File: src/ctrlPkg.sv
package ctrlPkg;

  // Status flags, N in the top bit
  typedef logic [3:0] flagsT;

  localparam int flagN = 3;
  localparam int flagZ = 2;
  localparam int flagC = 1;
  localparam int flagV = 0;

  // Bit 1 enables N and Z, bit 0 enables C and V
  typedef logic [1:0] flagWriteT;

  // ALU function, operand inversion and carry-in come separately
  typedef enum logic [2:0] {
    aluAdd  = 3'b000,
    aluSub  = 3'b001,
    aluAnd  = 3'b010,
    aluOr   = 3'b011,
    aluXor  = 3'b100,
    aluPass = 3'b101
  } aluOpT;

  // Source of the Execute result
  typedef logic [1:0] resultSelT;

  localparam resultSelT resAlu   = 2'b00;
  localparam resultSelT resShift = 2'b01;  // Register-shifted register path
  localparam resultSelT resMult  = 2'b10;

endpackage

File: src/isaPkg.sv
package isaPkg;

  typedef logic [31:0] instrT;
  typedef logic [3:0]  regIdxT;

  // Condition field in instr[31:28], 4'b1111 is not a condition here
  typedef enum logic [3:0] {
    condEq = 4'b0000,
    condNe = 4'b0001,
    condCs = 4'b0010,  // Also HS
    condCc = 4'b0011,  // Also LO
    condMi = 4'b0100,
    condPl = 4'b0101,
    condVs = 4'b0110,
    condVc = 4'b0111,
    condHi = 4'b1000,
    condLs = 4'b1001,
    condGe = 4'b1010,
    condLt = 4'b1011,
    condGt = 4'b1100,
    condLe = 4'b1101,
    condAl = 4'b1110
  } condT;

  // Data-processing opcode, instr[24:21]
  typedef enum logic [3:0] {
    opAnd = 4'b0000,
    opEor = 4'b0001,
    opSub = 4'b0010,
    opRsb = 4'b0011,
    opAdd = 4'b0100,
    opAdc = 4'b0101,
    opSbc = 4'b0110,
    opRsc = 4'b0111,
    opTst = 4'b1000,  // Flags only
    opTeq = 4'b1001,
    opCmp = 4'b1010,
    opCmn = 4'b1011,
    opOrr = 4'b1100,
    opMov = 4'b1101,
    opBic = 4'b1110,
    opMvn = 4'b1111
  } dpOpT;

endpackage

File: src/ctrlBundleIf.sv
`timescale 1ns/100ps

interface ctrlBundleIf
  import isaPkg::*, ctrlPkg::*;
();

  logic       aluSrc;
  logic       memToReg;
  logic       regWrite;
  logic       memWrite;
  logic       branch;
  logic       aluOp;        // Data-processing class
  flagWriteT  flagWrite;
  logic       pcSrc;
  logic [2:0] multControl;  // instr[23:21] of a multiply
  resultSelT  resultSelect;
  logic       rSelect;
  condT       cond;
  instrT      instr;

  modport dec (
    output aluSrc, memToReg, regWrite, memWrite, branch, aluOp, flagWrite,
           pcSrc, multControl, resultSelect, rSelect, cond, instr
  );

  modport pipe (
    input aluSrc, memToReg, regWrite, memWrite, branch, aluOp, flagWrite,
          pcSrc, multControl, resultSelect, rSelect, cond, instr
  );

endinterface

File: src/aluDecoder.sv
`timescale 1ns/100ps

module aluDecoder
  import isaPkg::*, ctrlPkg::*;
(
  input  logic       aluOp,
  input  dpOpT       opcode,
  input  logic [1:0] prevCV,
  output aluOpT      aluOperation,
  output logic       cvUpdate,
  output logic       invertB,
  output logic       reverseInputs,
  output logic       aluCarry,
  output logic       doNotWriteReg
);

  // Subtraction is A + ~B + carry, so borrow forms reuse the held C
  always_comb begin
    aluOperation  = aluAdd;
    cvUpdate      = 1'b0;
    invertB       = 1'b0;
    reverseInputs = 1'b0;
    aluCarry      = 1'b0;
    doNotWriteReg = 1'b0;
    if (aluOp) begin
      case (opcode)
        opAnd: aluOperation = aluAnd;
        opEor: aluOperation = aluXor;
        opSub, opCmp: begin
          aluOperation = aluSub;
          cvUpdate     = 1'b1;
          invertB      = 1'b1;
          aluCarry     = 1'b1;
        end
        opRsb: begin
          aluOperation  = aluSub;
          cvUpdate      = 1'b1;
          invertB       = 1'b1;
          reverseInputs = 1'b1;  // B - A
          aluCarry      = 1'b1;
        end
        opAdd, opCmn: cvUpdate = 1'b1;
        opAdc: begin
          cvUpdate = 1'b1;
          aluCarry = prevCV[1];
        end
        opSbc: begin
          aluOperation = aluSub;
          cvUpdate     = 1'b1;
          invertB      = 1'b1;
          aluCarry     = prevCV[1];
        end
        opRsc: begin
          aluOperation  = aluSub;
          cvUpdate      = 1'b1;
          invertB       = 1'b1;
          reverseInputs = 1'b1;
          aluCarry      = prevCV[1];
        end
        opTst: aluOperation = aluAnd;
        opTeq: aluOperation = aluXor;
        opOrr: aluOperation = aluOr;
        opMov: aluOperation = aluPass;
        opBic: begin
          aluOperation = aluAnd;
          invertB      = 1'b1;  // A & ~B
        end
        opMvn: begin
          aluOperation = aluPass;
          invertB      = 1'b1;
        end
        default: aluOperation = aluAdd;
      endcase
      // Compare and test only touch the flags
      doNotWriteReg = (opcode == opTst) | (opcode == opTeq) |
                      (opcode == opCmp) | (opcode == opCmn);
    end
  end

endmodule

File: src/armController.sv
`timescale 1ns/100ps

module armController
  import isaPkg::*, ctrlPkg::*;
(
  input  logic       clk,
  input  logic       rst,
  input  instrT      instrD,
  input  flagsT      flagsE,
  input  regIdxT     regFileRzD,
  input  logic       prevRsrStateD,
  input  logic       stallE,
  input  logic       flushE,
  input  logic       stallM,
  input  logic       stallW,
  input  logic       flushW,
  output logic [1:0] regSrcD,
  output logic [1:0] immSrcD,
  output logic       multSelectD,
  output logic       aluSrcE,
  output dpOpT       aluControlE,
  output aluOpT      aluOperationE,
  output logic       cvUpdateE,
  output logic       invertBE,
  output logic       reverseInputsE,
  output logic       aluCarryE,
  output resultSelT  resultSelectE,
  output logic       rSelectE,
  output logic       prevRsrStateE,
  output logic       branchTakenE,
  output logic       multEnable,
  output instrT      instrE,
  output flagsT      previousFlagsE,
  output logic       memWriteM,
  output logic       memToRegE,
  output logic       memToRegM,
  output logic       regWriteM,
  output logic       memToRegW,
  output logic       regWriteW,
  output logic       pcSrcW,
  output logic       pcWrPendingF
);

  ctrlBundleIf bundleD ();

  logic      aluOpE;
  flagWriteT flagWriteE;
  condT      condE;
  logic      condExE;
  logic      doNotWriteRegE;

  mainDecoder i_mainDecoder (
    .instr      (instrD),
    .regFileRz  (regFileRzD),
    .regSrc     (regSrcD),
    .immSrc     (immSrcD),
    .multSelect (multSelectD),
    .bundle     (bundleD.dec)
  );

  ctrlPipe i_ctrlPipe (
    .clk           (clk),
    .rst           (rst),
    .stallE        (stallE),
    .flushE        (flushE),
    .stallM        (stallM),
    .stallW        (stallW),
    .flushW        (flushW),
    .bundle        (bundleD.pipe),
    .condEx        (condExE),
    .doNotWriteReg (doNotWriteRegE),
    .prevRsrStateD (prevRsrStateD),
    .aluSrcE       (aluSrcE),
    .aluOpE        (aluOpE),
    .aluControlE   (aluControlE),
    .flagWriteE    (flagWriteE),
    .condE         (condE),
    .memToRegE     (memToRegE),
    .resultSelectE (resultSelectE),
    .rSelectE      (rSelectE),
    .prevRsrStateE (prevRsrStateE),
    .instrE        (instrE),
    .pcSrcE        (),
    .branchTakenE  (branchTakenE),
    .multEnable    (multEnable),
    .memWriteM     (memWriteM),
    .memToRegM     (memToRegM),
    .regWriteM     (regWriteM),
    .pcSrcM        (),
    .memToRegW     (memToRegW),
    .regWriteW     (regWriteW),
    .pcSrcW        (pcSrcW),
    .pcWrPendingF  (pcWrPendingF)
  );

  aluDecoder i_aluDecoder (
    .aluOp         (aluOpE),
    .opcode        (aluControlE),
    .prevCV        (previousFlagsE[1:0]),  // Held C and V
    .aluOperation  (aluOperationE),
    .cvUpdate      (cvUpdateE),
    .invertB       (invertBE),
    .reverseInputs (reverseInputsE),
    .aluCarry      (aluCarryE),
    .doNotWriteReg (doNotWriteRegE)
  );

  condUnit i_condUnit (
    .clk       (clk),
    .rst       (rst),
    .enable    (~stallE),
    .cond      (condE),
    .flagsE    (flagsE),
    .flagWrite (flagWriteE),
    .cvUpdate  (cvUpdateE),
    .condEx    (condExE),
    .flags     (previousFlagsE)
  );

endmodule

File: src/condUnit.sv
`timescale 1ns/100ps

module condUnit
  import isaPkg::*, ctrlPkg::*;
(
  input  logic      clk,
  input  logic      rst,
  input  logic      enable,
  input  condT      cond,
  input  flagsT     flagsE,
  input  flagWriteT flagWrite,
  input  logic      cvUpdate,
  output logic      condEx,
  output flagsT     flags
);

  logic n;
  logic z;
  logic c;
  logic v;
  logic ge;
  logic nzWrite;
  logic cvWrite;

  assign n  = flags[flagN];
  assign z  = flags[flagZ];
  assign c  = flags[flagC];
  assign v  = flags[flagV];
  assign ge = (n == v);

  always_comb begin
    case (cond)
      condEq:  condEx = z;
      condNe:  condEx = ~z;
      condCs:  condEx = c;
      condCc:  condEx = ~c;
      condMi:  condEx = n;
      condPl:  condEx = ~n;
      condVs:  condEx = v;
      condVc:  condEx = ~v;
      condHi:  condEx = c & ~z;
      condLs:  condEx = ~c | z;
      condGe:  condEx = ge;
      condLt:  condEx = ~ge;
      condGt:  condEx = ~z & ge;
      condLe:  condEx = z | ~ge;
      condAl:  condEx = 1'b1;
      default: condEx = 1'b0;  // Unconditional space is never executed here
    endcase
  end

  // Instruction must pass its own condition to update flags
  assign nzWrite = enable & flagWrite[1] & condEx;
  assign cvWrite = enable & flagWrite[0] & cvUpdate & condEx;

  always_ff @(posedge clk) begin
    if (rst) begin
      flags <= '0;
    end else begin
      if (nzWrite) begin
        flags[flagN] <= flagsE[flagN];
        flags[flagZ] <= flagsE[flagZ];
      end
      if (cvWrite) begin  // Logical ops leave C and V alone
        flags[flagC] <= flagsE[flagC];
        flags[flagV] <= flagsE[flagV];
      end
    end
  end

endmodule

File: src/ctrlPipe.sv
`timescale 1ns/100ps

module ctrlPipe
  import isaPkg::*, ctrlPkg::*;
(
  input  logic      clk,
  input  logic      rst,
  input  logic      stallE,
  input  logic      flushE,
  input  logic      stallM,
  input  logic      stallW,
  input  logic      flushW,
  ctrlBundleIf.pipe bundle,
  input  logic      condEx,
  input  logic      doNotWriteReg,
  input  logic      prevRsrStateD,
  output logic      aluSrcE,
  output logic      aluOpE,
  output dpOpT      aluControlE,
  output flagWriteT flagWriteE,
  output condT      condE,
  output logic      memToRegE,
  output resultSelT resultSelectE,
  output logic      rSelectE,
  output logic      prevRsrStateE,
  output instrT     instrE,
  output logic      pcSrcE,
  output logic      branchTakenE,
  output logic      multEnable,
  output logic      memWriteM,
  output logic      memToRegM,
  output logic      regWriteM,
  output logic      pcSrcM,
  output logic      memToRegW,
  output logic      regWriteW,
  output logic      pcSrcW,
  output logic      pcWrPendingF
);

  logic       regWriteE;
  logic       memWriteE;
  logic       branchE;
  logic [2:0] multControlE;
  logic       regWriteGatedE;
  logic       memWriteGatedE;
  logic       pcSrcGatedE;

  // Execute register, flush wins over stall
  always_ff @(posedge clk) begin
    if (rst || flushE) begin
      aluSrcE       <= 1'b0;
      aluOpE        <= 1'b0;
      flagWriteE    <= '0;
      condE         <= condEq;
      memToRegE     <= 1'b0;
      regWriteE     <= 1'b0;
      memWriteE     <= 1'b0;
      branchE       <= 1'b0;
      pcSrcE        <= 1'b0;
      multControlE  <= '0;
      resultSelectE <= resAlu;
      rSelectE      <= 1'b0;
      prevRsrStateE <= 1'b0;
      instrE        <= '0;
    end else if (!stallE) begin
      aluSrcE       <= bundle.aluSrc;
      aluOpE        <= bundle.aluOp;
      flagWriteE    <= bundle.flagWrite;
      condE         <= bundle.cond;
      memToRegE     <= bundle.memToReg;
      regWriteE     <= bundle.regWrite;
      memWriteE     <= bundle.memWrite;
      branchE       <= bundle.branch;
      pcSrcE        <= bundle.pcSrc;
      multControlE  <= bundle.multControl;
      resultSelectE <= bundle.resultSelect;
      rSelectE      <= bundle.rSelect;
      prevRsrStateE <= prevRsrStateD;
      instrE        <= bundle.instr;
    end
  end

  // Non-DP classes use the adder for address and target
  assign aluControlE = aluOpE ? dpOpT'(instrE[24:21]) : opAdd;

  // Only 32-bit MUL and MLA, long forms set bit 23
  assign multEnable = (instrE[27:25] == 3'b000) & (instrE[7:4] == 4'b1001) &
                      ~multControlE[2];

  assign branchTakenE   = branchE & condEx;
  assign regWriteGatedE = regWriteE & condEx & ~doNotWriteReg;
  assign memWriteGatedE = memWriteE & condEx;
  assign pcSrcGatedE    = pcSrcE & condEx;

  always_ff @(posedge clk) begin
    if (rst) begin
      memWriteM <= 1'b0;
      memToRegM <= 1'b0;
      regWriteM <= 1'b0;
      pcSrcM    <= 1'b0;
    end else if (!stallM) begin  // Memory stall holds
      memWriteM <= memWriteGatedE;
      memToRegM <= memToRegE;
      regWriteM <= regWriteGatedE;
      pcSrcM    <= pcSrcGatedE;
    end
  end

  always_ff @(posedge clk) begin
    if (rst || flushW) begin
      memToRegW <= 1'b0;
      regWriteW <= 1'b0;
      pcSrcW    <= 1'b0;
    end else if (!stallW) begin
      memToRegW <= memToRegM;
      regWriteW <= regWriteM;
      pcSrcW    <= pcSrcM;
    end
  end

  // PC write in flight anywhere before Writeback
  assign pcWrPendingF = bundle.pcSrc | pcSrcE | pcSrcM;

endmodule

File: src/mainDecoder.sv
`timescale 1ns/100ps

module mainDecoder
  import isaPkg::*, ctrlPkg::*;
(
  input  instrT      instr,
  input  regIdxT     regFileRz,
  output logic [1:0] regSrc,
  output logic [1:0] immSrc,
  output logic       multSelect,
  ctrlBundleIf.dec   bundle
);

  logic [10:0] controls;
  logic        aluSrc;
  logic        memToReg;
  logic        regWrite;
  logic        memWrite;
  logic        branch;
  logic        aluOp;
  logic        isMultiply;
  logic        dpClass;
  logic        rsrSelect;
  regIdxT      destReg;

  assign isMultiply = (instr[7:4] == 4'b1001);
  assign dpClass    = (instr[27:25] == 3'b000);

  // regSrc_immSrc_aluSrc memToReg regWrite memWrite branch aluOp multSelect
  always_comb begin
    case (instr[27:26])
      2'b00: begin
        if (instr[25])
          controls = 11'b00_00_1_0_1_0_0_1_0;  // DP immediate
        else if (isMultiply)
          controls = 11'b00_00_0_0_1_0_0_1_1;  // MUL, MLA
        else
          controls = 11'b00_00_0_0_1_0_0_1_0;  // DP register
      end
      2'b01: begin
        if (instr[20])
          controls = 11'b00_01_1_1_1_0_0_0_0;  // LDR
        else
          controls = 11'b10_01_1_0_0_1_0_0_0;  // STR
      end
      2'b10:   controls = 11'b01_10_1_0_0_0_1_0_0;  // B
      default: controls = '0;                       // Coprocessor space, no effect
    endcase
  end

  assign {regSrc, immSrc, aluSrc, memToReg, regWrite, memWrite, branch, aluOp,
          multSelect} = controls;

  // Multiply keeps its destination in bits 19 to 16
  assign destReg = multSelect ? instr[19:16] : instr[15:12];

  assign rsrSelect = dpClass & instr[4];

  assign bundle.aluSrc    = aluSrc;
  assign bundle.memToReg  = memToReg;
  assign bundle.regWrite  = regWrite;
  assign bundle.memWrite  = memWrite;
  assign bundle.branch    = branch;
  assign bundle.aluOp     = aluOp;
  assign bundle.flagWrite = aluOp ? {instr[20], instr[20]} : 2'b00;  // S bit
  assign bundle.multControl = instr[23:21];

  // R15 as destination redirects fetch, unless the sequencer owns the write
  assign bundle.pcSrc = ((destReg == 4'hF) & regWrite & ~regFileRz[2]) | branch;

  assign bundle.rSelect      = dpClass & ~instr[4];
  assign bundle.resultSelect = multSelect ? resMult : (rsrSelect ? resShift : resAlu);

  assign bundle.cond  = condT'(instr[31:28]);
  assign bundle.instr = instr;

endmodule

File: config.mk
export PLATFORM = sky130hd
export DESIGN_NAME = armController
export DESIGN_NICKNAME = d
export VERILOG_FILES = /design/src/ctrlPkg.sv /design/src/isaPkg.sv /design/src/ctrlBundleIf.sv /design/src/aluDecoder.sv /design/src/armController.sv /design/src/condUnit.sv /design/src/ctrlPipe.sv /design/src/mainDecoder.sv
export SDC_FILE = /design/constraint.sdc
export NUM_CORES = 1
export LEC_CHECK = 0
export ABC_AREA = 1
export BUFFER_PORTS_ARGS = -buffer_cell sky130_fd_sc_hd__buf_2
export CORE_UTILIZATION = 47
export DETAILED_ROUTE_END_ITERATION = 8
export HOLD_SLACK_MARGIN = 0.02
export MAX_ROUTING_LAYER = met4
export PLACE_DENSITY = 0.8
export SLEW_MARGIN = 20
export SYNTH_ARGS = -nofsm -noshare
export SYNTH_HDL_FRONTEND = slang
export SYNTH_SLANG_ARGS = --single-unit
File: constraint.sdc
create_clock -name clk -period 1.85 [get_ports clk]
set_clock_uncertainty 0.15 [all_clocks]
set_input_delay 0.37 -clock clk [delete_from_list [all_inputs] [get_ports clk]]
set_output_delay 0.37 -clock clk [all_outputs]
set_load 0.02 [all_outputs]
Word-level counts from Yosys, hierarchy flattened:

Index checks and enable logic that the tools add are counted.

* output and inout bits: 67
* register bits: 63
* input port bits: 48
* logic and storage cells: 131

* mux-type cells: 21
* eq/ne operators: 35
* bitwise operators: 36
* reductions and logical operators: 16

Operator list (count)
* 4-bit equality test (second input constant): 18
* 11-bit one-hot mux with 3 select lines: 1
* 4-bit by 3-bit equality test with 1-bit output (second input constant): 8
* 11-bit 2-to-1 mux: 2
* 1-bit AND: 18
* 4-bit by 2-bit equality test with 1-bit output (second input constant): 4
* 1-bit one-hot mux with 15 select lines: 1
* 3-bit one-hot mux with 5 select lines: 1
* 1-bit 2-to-1 mux: 10
* 1-bit inverter: 10
* 3-bit OR reduction: 3
* 4-bit by 1-bit equality test with 1-bit output (second input constant): 2
* 4-bit zero test: 2
* 4-bit 2-to-1 mux: 2
* 1-bit OR: 8
* 8-bit OR reduction: 1
* 7-bit OR reduction: 1
* 3-bit zero test: 2
* 2-bit OR reduction: 3
* 5-bit OR reduction: 1
* 2-bit 2-to-1 mux: 2
* 3-bit 2-to-1 mux: 1
* 2-bit by 1-bit equality test with 1-bit output (second input constant): 1
* 2-bit equality test (second input constant): 1
* other kinds (4): 5

Depth between registers and ports, before layout:

* depth after elaboration: 11
* gate-level depth with buffers: 12

Modules after synthesis:

From an unflattened synthesis, not the netlist that was laid out.

* cells, all modules: 466
* area total of the unflattened synthesis: 3395.8 um2

By module, submodules not included
* ctrlPipe: area each 2298.5 um2, cells an instance 273, times used 1, sequential area each 1141.1 um2
* mainDecoder: area each 575.6 um2, cells an instance 90, times used 1, sequential area each 0.0 um2
* condUnit: area each 394.1 um2, cells an instance 74, times used 1, sequential area each 80.1 um2
* aluDecoder: area each 123.9 um2, cells an instance 28, times used 1, sequential area each 0.0 um2
* armController: area each 3.8 um2, cells an instance 1, times used 1, sequential area each 0.0 um2

Worst setup path before layout:

No wires, ideal clock.

* kind: register to output
* start point: register, netlist name i_ctrlPipe.instrE[23]
* end point: output multEnable
* data required time: 1.330 ns
* path slack: -0.204 ns
* data arrival time: 1.534 ns
* stages on the path, launching flop included: 3
* cells stage by stage: dfxtp_1 > or4_1 > nor4_1

RTL lines
* end: declaration: line armController.sv:31 `output logic multEnable,`

Worst setup path after layout:

* start point: register i_ctrlPipe.instrE[27]
* end point: output multEnable

* word-level cells in the longest chain between the ends: 3

Ends and longest elaborated chain
* start: declaration: line ctrlPipe.sv:26 `output instrT instrE,`
* start signal: assignment: line ctrlPipe.sv:79 `instrE <= bundle.instr;`
* 3-bit zero test: line ctrlPipe.sv:87 `assign multEnable = (instrE[27:25] == 3'b000) & (instrE[7:4] == 4'b1001) &`
* 1-bit AND (2 in series): line ctrlPipe.sv:87

No other way between the ends.

==> run metrics <==
port buffer count between 100 and 150; initial antenna violation count 0; clock-pin transition on the worst setup and hold timing paths 0.10 ns; clk_lat worst skew ~0.3 ns; post-synth cell types 29; vias per std cell approximately 5.0; Post-Place Cell Area between 3000 and 4000 sq um; Least-Margin Pin Slew 0.312 ns; fin. max-slew vios 0; LEAKAGE roughly 1.8 nW; num ports roughly 120; Post-synth EDFFs 0; GR met1 Demand/Resource approximately 30%; capturing point of the worst reg2reg path i_condUnit.flags[0]; Worst Setup Start Kind register; worst r2r path cells 12; Mapped Avg Cell Area 6.95 sq um; Maximum Capacitance Violations 0; total grt overflow 0; WP buf/inv 1; CP required between 1 and 1.5 ns; mapped cell area roughly 2500 sq um; CP Cell Sequence or4_4 -> nor4_4 -> buf_4; syn_nets about 420; Critical Path Slowest Stage Cell or4_4; total power around 2.6 mW; layout cells sized above 1 a little over two fifths; wire per inst about 13 um; Die H roughly 75 um; final wirelength about 7.2 mm; total track usage between 20% and 30%; CP Class reg -> out; Placed Cells between 500 and 600; GR Util met3 around 4.6%; worst vdd ir ~0.58 mV; Final Setup Violations 6; failing checks negative setup slack; yosys synthesis warning count 0; RSZ-0062 raised after global routing true; chip width 75.3 um; CTS tree yes; Std-Cell Rows 26; Slew HR between 70% and 80%; Ant. Diodes 0; first-pass GRT wire length about 10 mm; TritonRoute pass-1 iters 4; share of the synthesized area in the top cell type roughly 44%; synth top area cells dfxtp_1 44%, nand2_1 14%, a21oi_1 11%; M2 GR Usage between 40% and 50%; final worst setup slack -0.206 ns; DRC 0; design area between 3000 and 4000 sq um; global routing's busiest layer met2; largest net degree at the start of global routing 30; Final Hold Viols 0; CP Capture Type output port; clk sinks between 50 and 60; Worst Hold Class in -> reg; Worst R2R Start i_condUnit.flags[0]; Nets between 500 and 600; DRT antenna net count 0; Hold WS approximately 0.15 ns; drt first-iter violations 83; CP max stage delay between 0.5 and 0.6 ns; status complete, but fails checks; Fmax just under 0.5 GHz; die area between 5000 and 6000 sq um; flop2flop setup slack ~0.27 ns; Top FF cell, synth dfxtp_1; vias in the first global route approximately 2.4k; Via Count between 2k and 3k; hpwl dp approximately 5.0 mm; post-synth top area cell dfxtp_1; Synth Instances 363; RePlAce Congestion ~0.87; asr flop ratio synth 0%; Initial Utilization 49.1%; WHS Endpoint i_ctrlPipe.memWriteM; Crit Path Max Fanout 3; post-route minimum period just over 2 ns; register area share after synthesis 43.6%; CORE AREA roughly 5000 sq um; Clk Tree Root Cell clkbuf_8; CTS max path bufs 2; Post-Layout Cell Count approximately 570; hold path cells 2; HP Start rst; Seq cells post-synth 55; CTS Buf Count 5; H-tree depth reported by CTS 2; TNS Setup -0.571 ns; post-route clock period utilization 111%; family with the most delay on the worst path simple AND/OR/NAND/NOR gates; pwr/cell area slightly below 700 nW/um^2; Area Growth Syn to Fin 49.4%; WP data arrival 1.54 ns
[kinds of logic after synthesis]
family | Yosys count | synth area share, %
flops | 55 | 43.6
buf+inv | 55 | 9.12
fa+ha+maj | 6 | 2.97
compound gates | 81 | 16.4
simple gates | 166 | 27.9
[cells in the mapped netlist, types with 2 or more instances]
| cell | count |
|---|---|
| nand2_1 | 97 |
| inv_1 | 35 |
| nor2_1 | 36 |
| o21ai_0 | 25 |
| buf_4 | 4 |
| nand4_1 | 3 |
| clkbuf_1 | 10 |
| a21oi_1 | 53 |
| nand3_1 | 18 |
| clkinv_1 | 2 |
| dfxtp_1 | 55 |
| nor4_1 | 2 |
| ha_1 | 6 |
| nor3_1 | 2 |
[power by group]
part           leakage (nW)  internal (mW)  switching (mW)  total (mW)
Clock                0.0654          0.541           0.393       0.934
Sequential            0.456           1.21          0.0311        1.24
Combinational          1.30          0.170           0.236       0.406
[metrics by stage]
stage,setup slack (ns),util (%)
CTS,-0.270,70.5
global placement,-0.114,63.7
detailed placement,-0.169,63.7
floorplan,-0.0621,-
finish,-0.206,73.3
global route,-0.253,73.3
[cells in the final DEF, fill, tap and decap left out, types with 2 or more instances in the layout]
cell       instances
nand2_4            2
bufinv_16          2
buf_6             11
nand2_2            8
ha_1               3
dfxtp_1           42
inv_4              5
dfxtp_4            8
nor4_4             3
buf_4             36
inv_1             24
o21ai_1            3
nand2_1           88
ha_4               2
nand3_1           15
clkinv_1           2
nand4_1            3
dfxtp_2            5
a21oi_1           51
nor3_1             2
nor2_2             4
o21ai_0           21
inv_2              6
buf_2             97
nand3_2            4
clkbuf_8           5
nor2_1            29
nor2_4             4
a21oi_2            2
[cell type report]
class | instances | area, sq um
Inverter | 38 | 160
Sequential cell | 55 | 1140
Clock buffer | 6 | 72.6
Clock inverter | 2 | 60.1
Fill cell | 438 | 1370
Multi-Input combinational cell | 253 | 1370
Timing Repair Buffer | 144 | 880
Tap cell | 70 | 87.6
[flip-flops by register name, summed over array words and instances (netlist names), 2 cells and up]
| name | count |
|---|---|
| i_ctrlPipe.instrE | 30 |
| i_ctrlPipe.multControlE | 2 |
| i_condUnit.flags | 4 |
| i_ctrlPipe.resultSelectE | 2 |
[repair_timing]
action	in CTS	in global routing
pin swaps	15	18
setup endpoints to repair	10	12
setup buffers	7	2
resized for setup	58	41
hold buffers	0	0
[routing by layer]
layer | vias to the layer above | routed length, um
met4 | 0 | 104
li1 | 1438 | -
met5 | - | 0
met1 | 1284 | 2960
met3 | 9 | 420
met2 | 101 | 3730
[worst max-delay path by stage]
stage	from	to	slack [ns]	cells after the start
6_report	i_ctrlPipe.instrE[27]	multEnable	-0.21	3
3_3_place_gp	instrD[27]	pcWrPendingF	-0.11	10
4_1_cts	i_ctrlPipe.instrE[27]	multEnable	-0.27	3
3_5_place_dp	instrD[27]	pcWrPendingF	-0.17	10
2_1_floorplan	i_ctrlPipe.instrE[23]	aluOperationE[2]	-0.06	5
5_1_grt	i_ctrlPipe.instrE[27]	multEnable	-0.25	3
(Power assumes the default switching activity.)
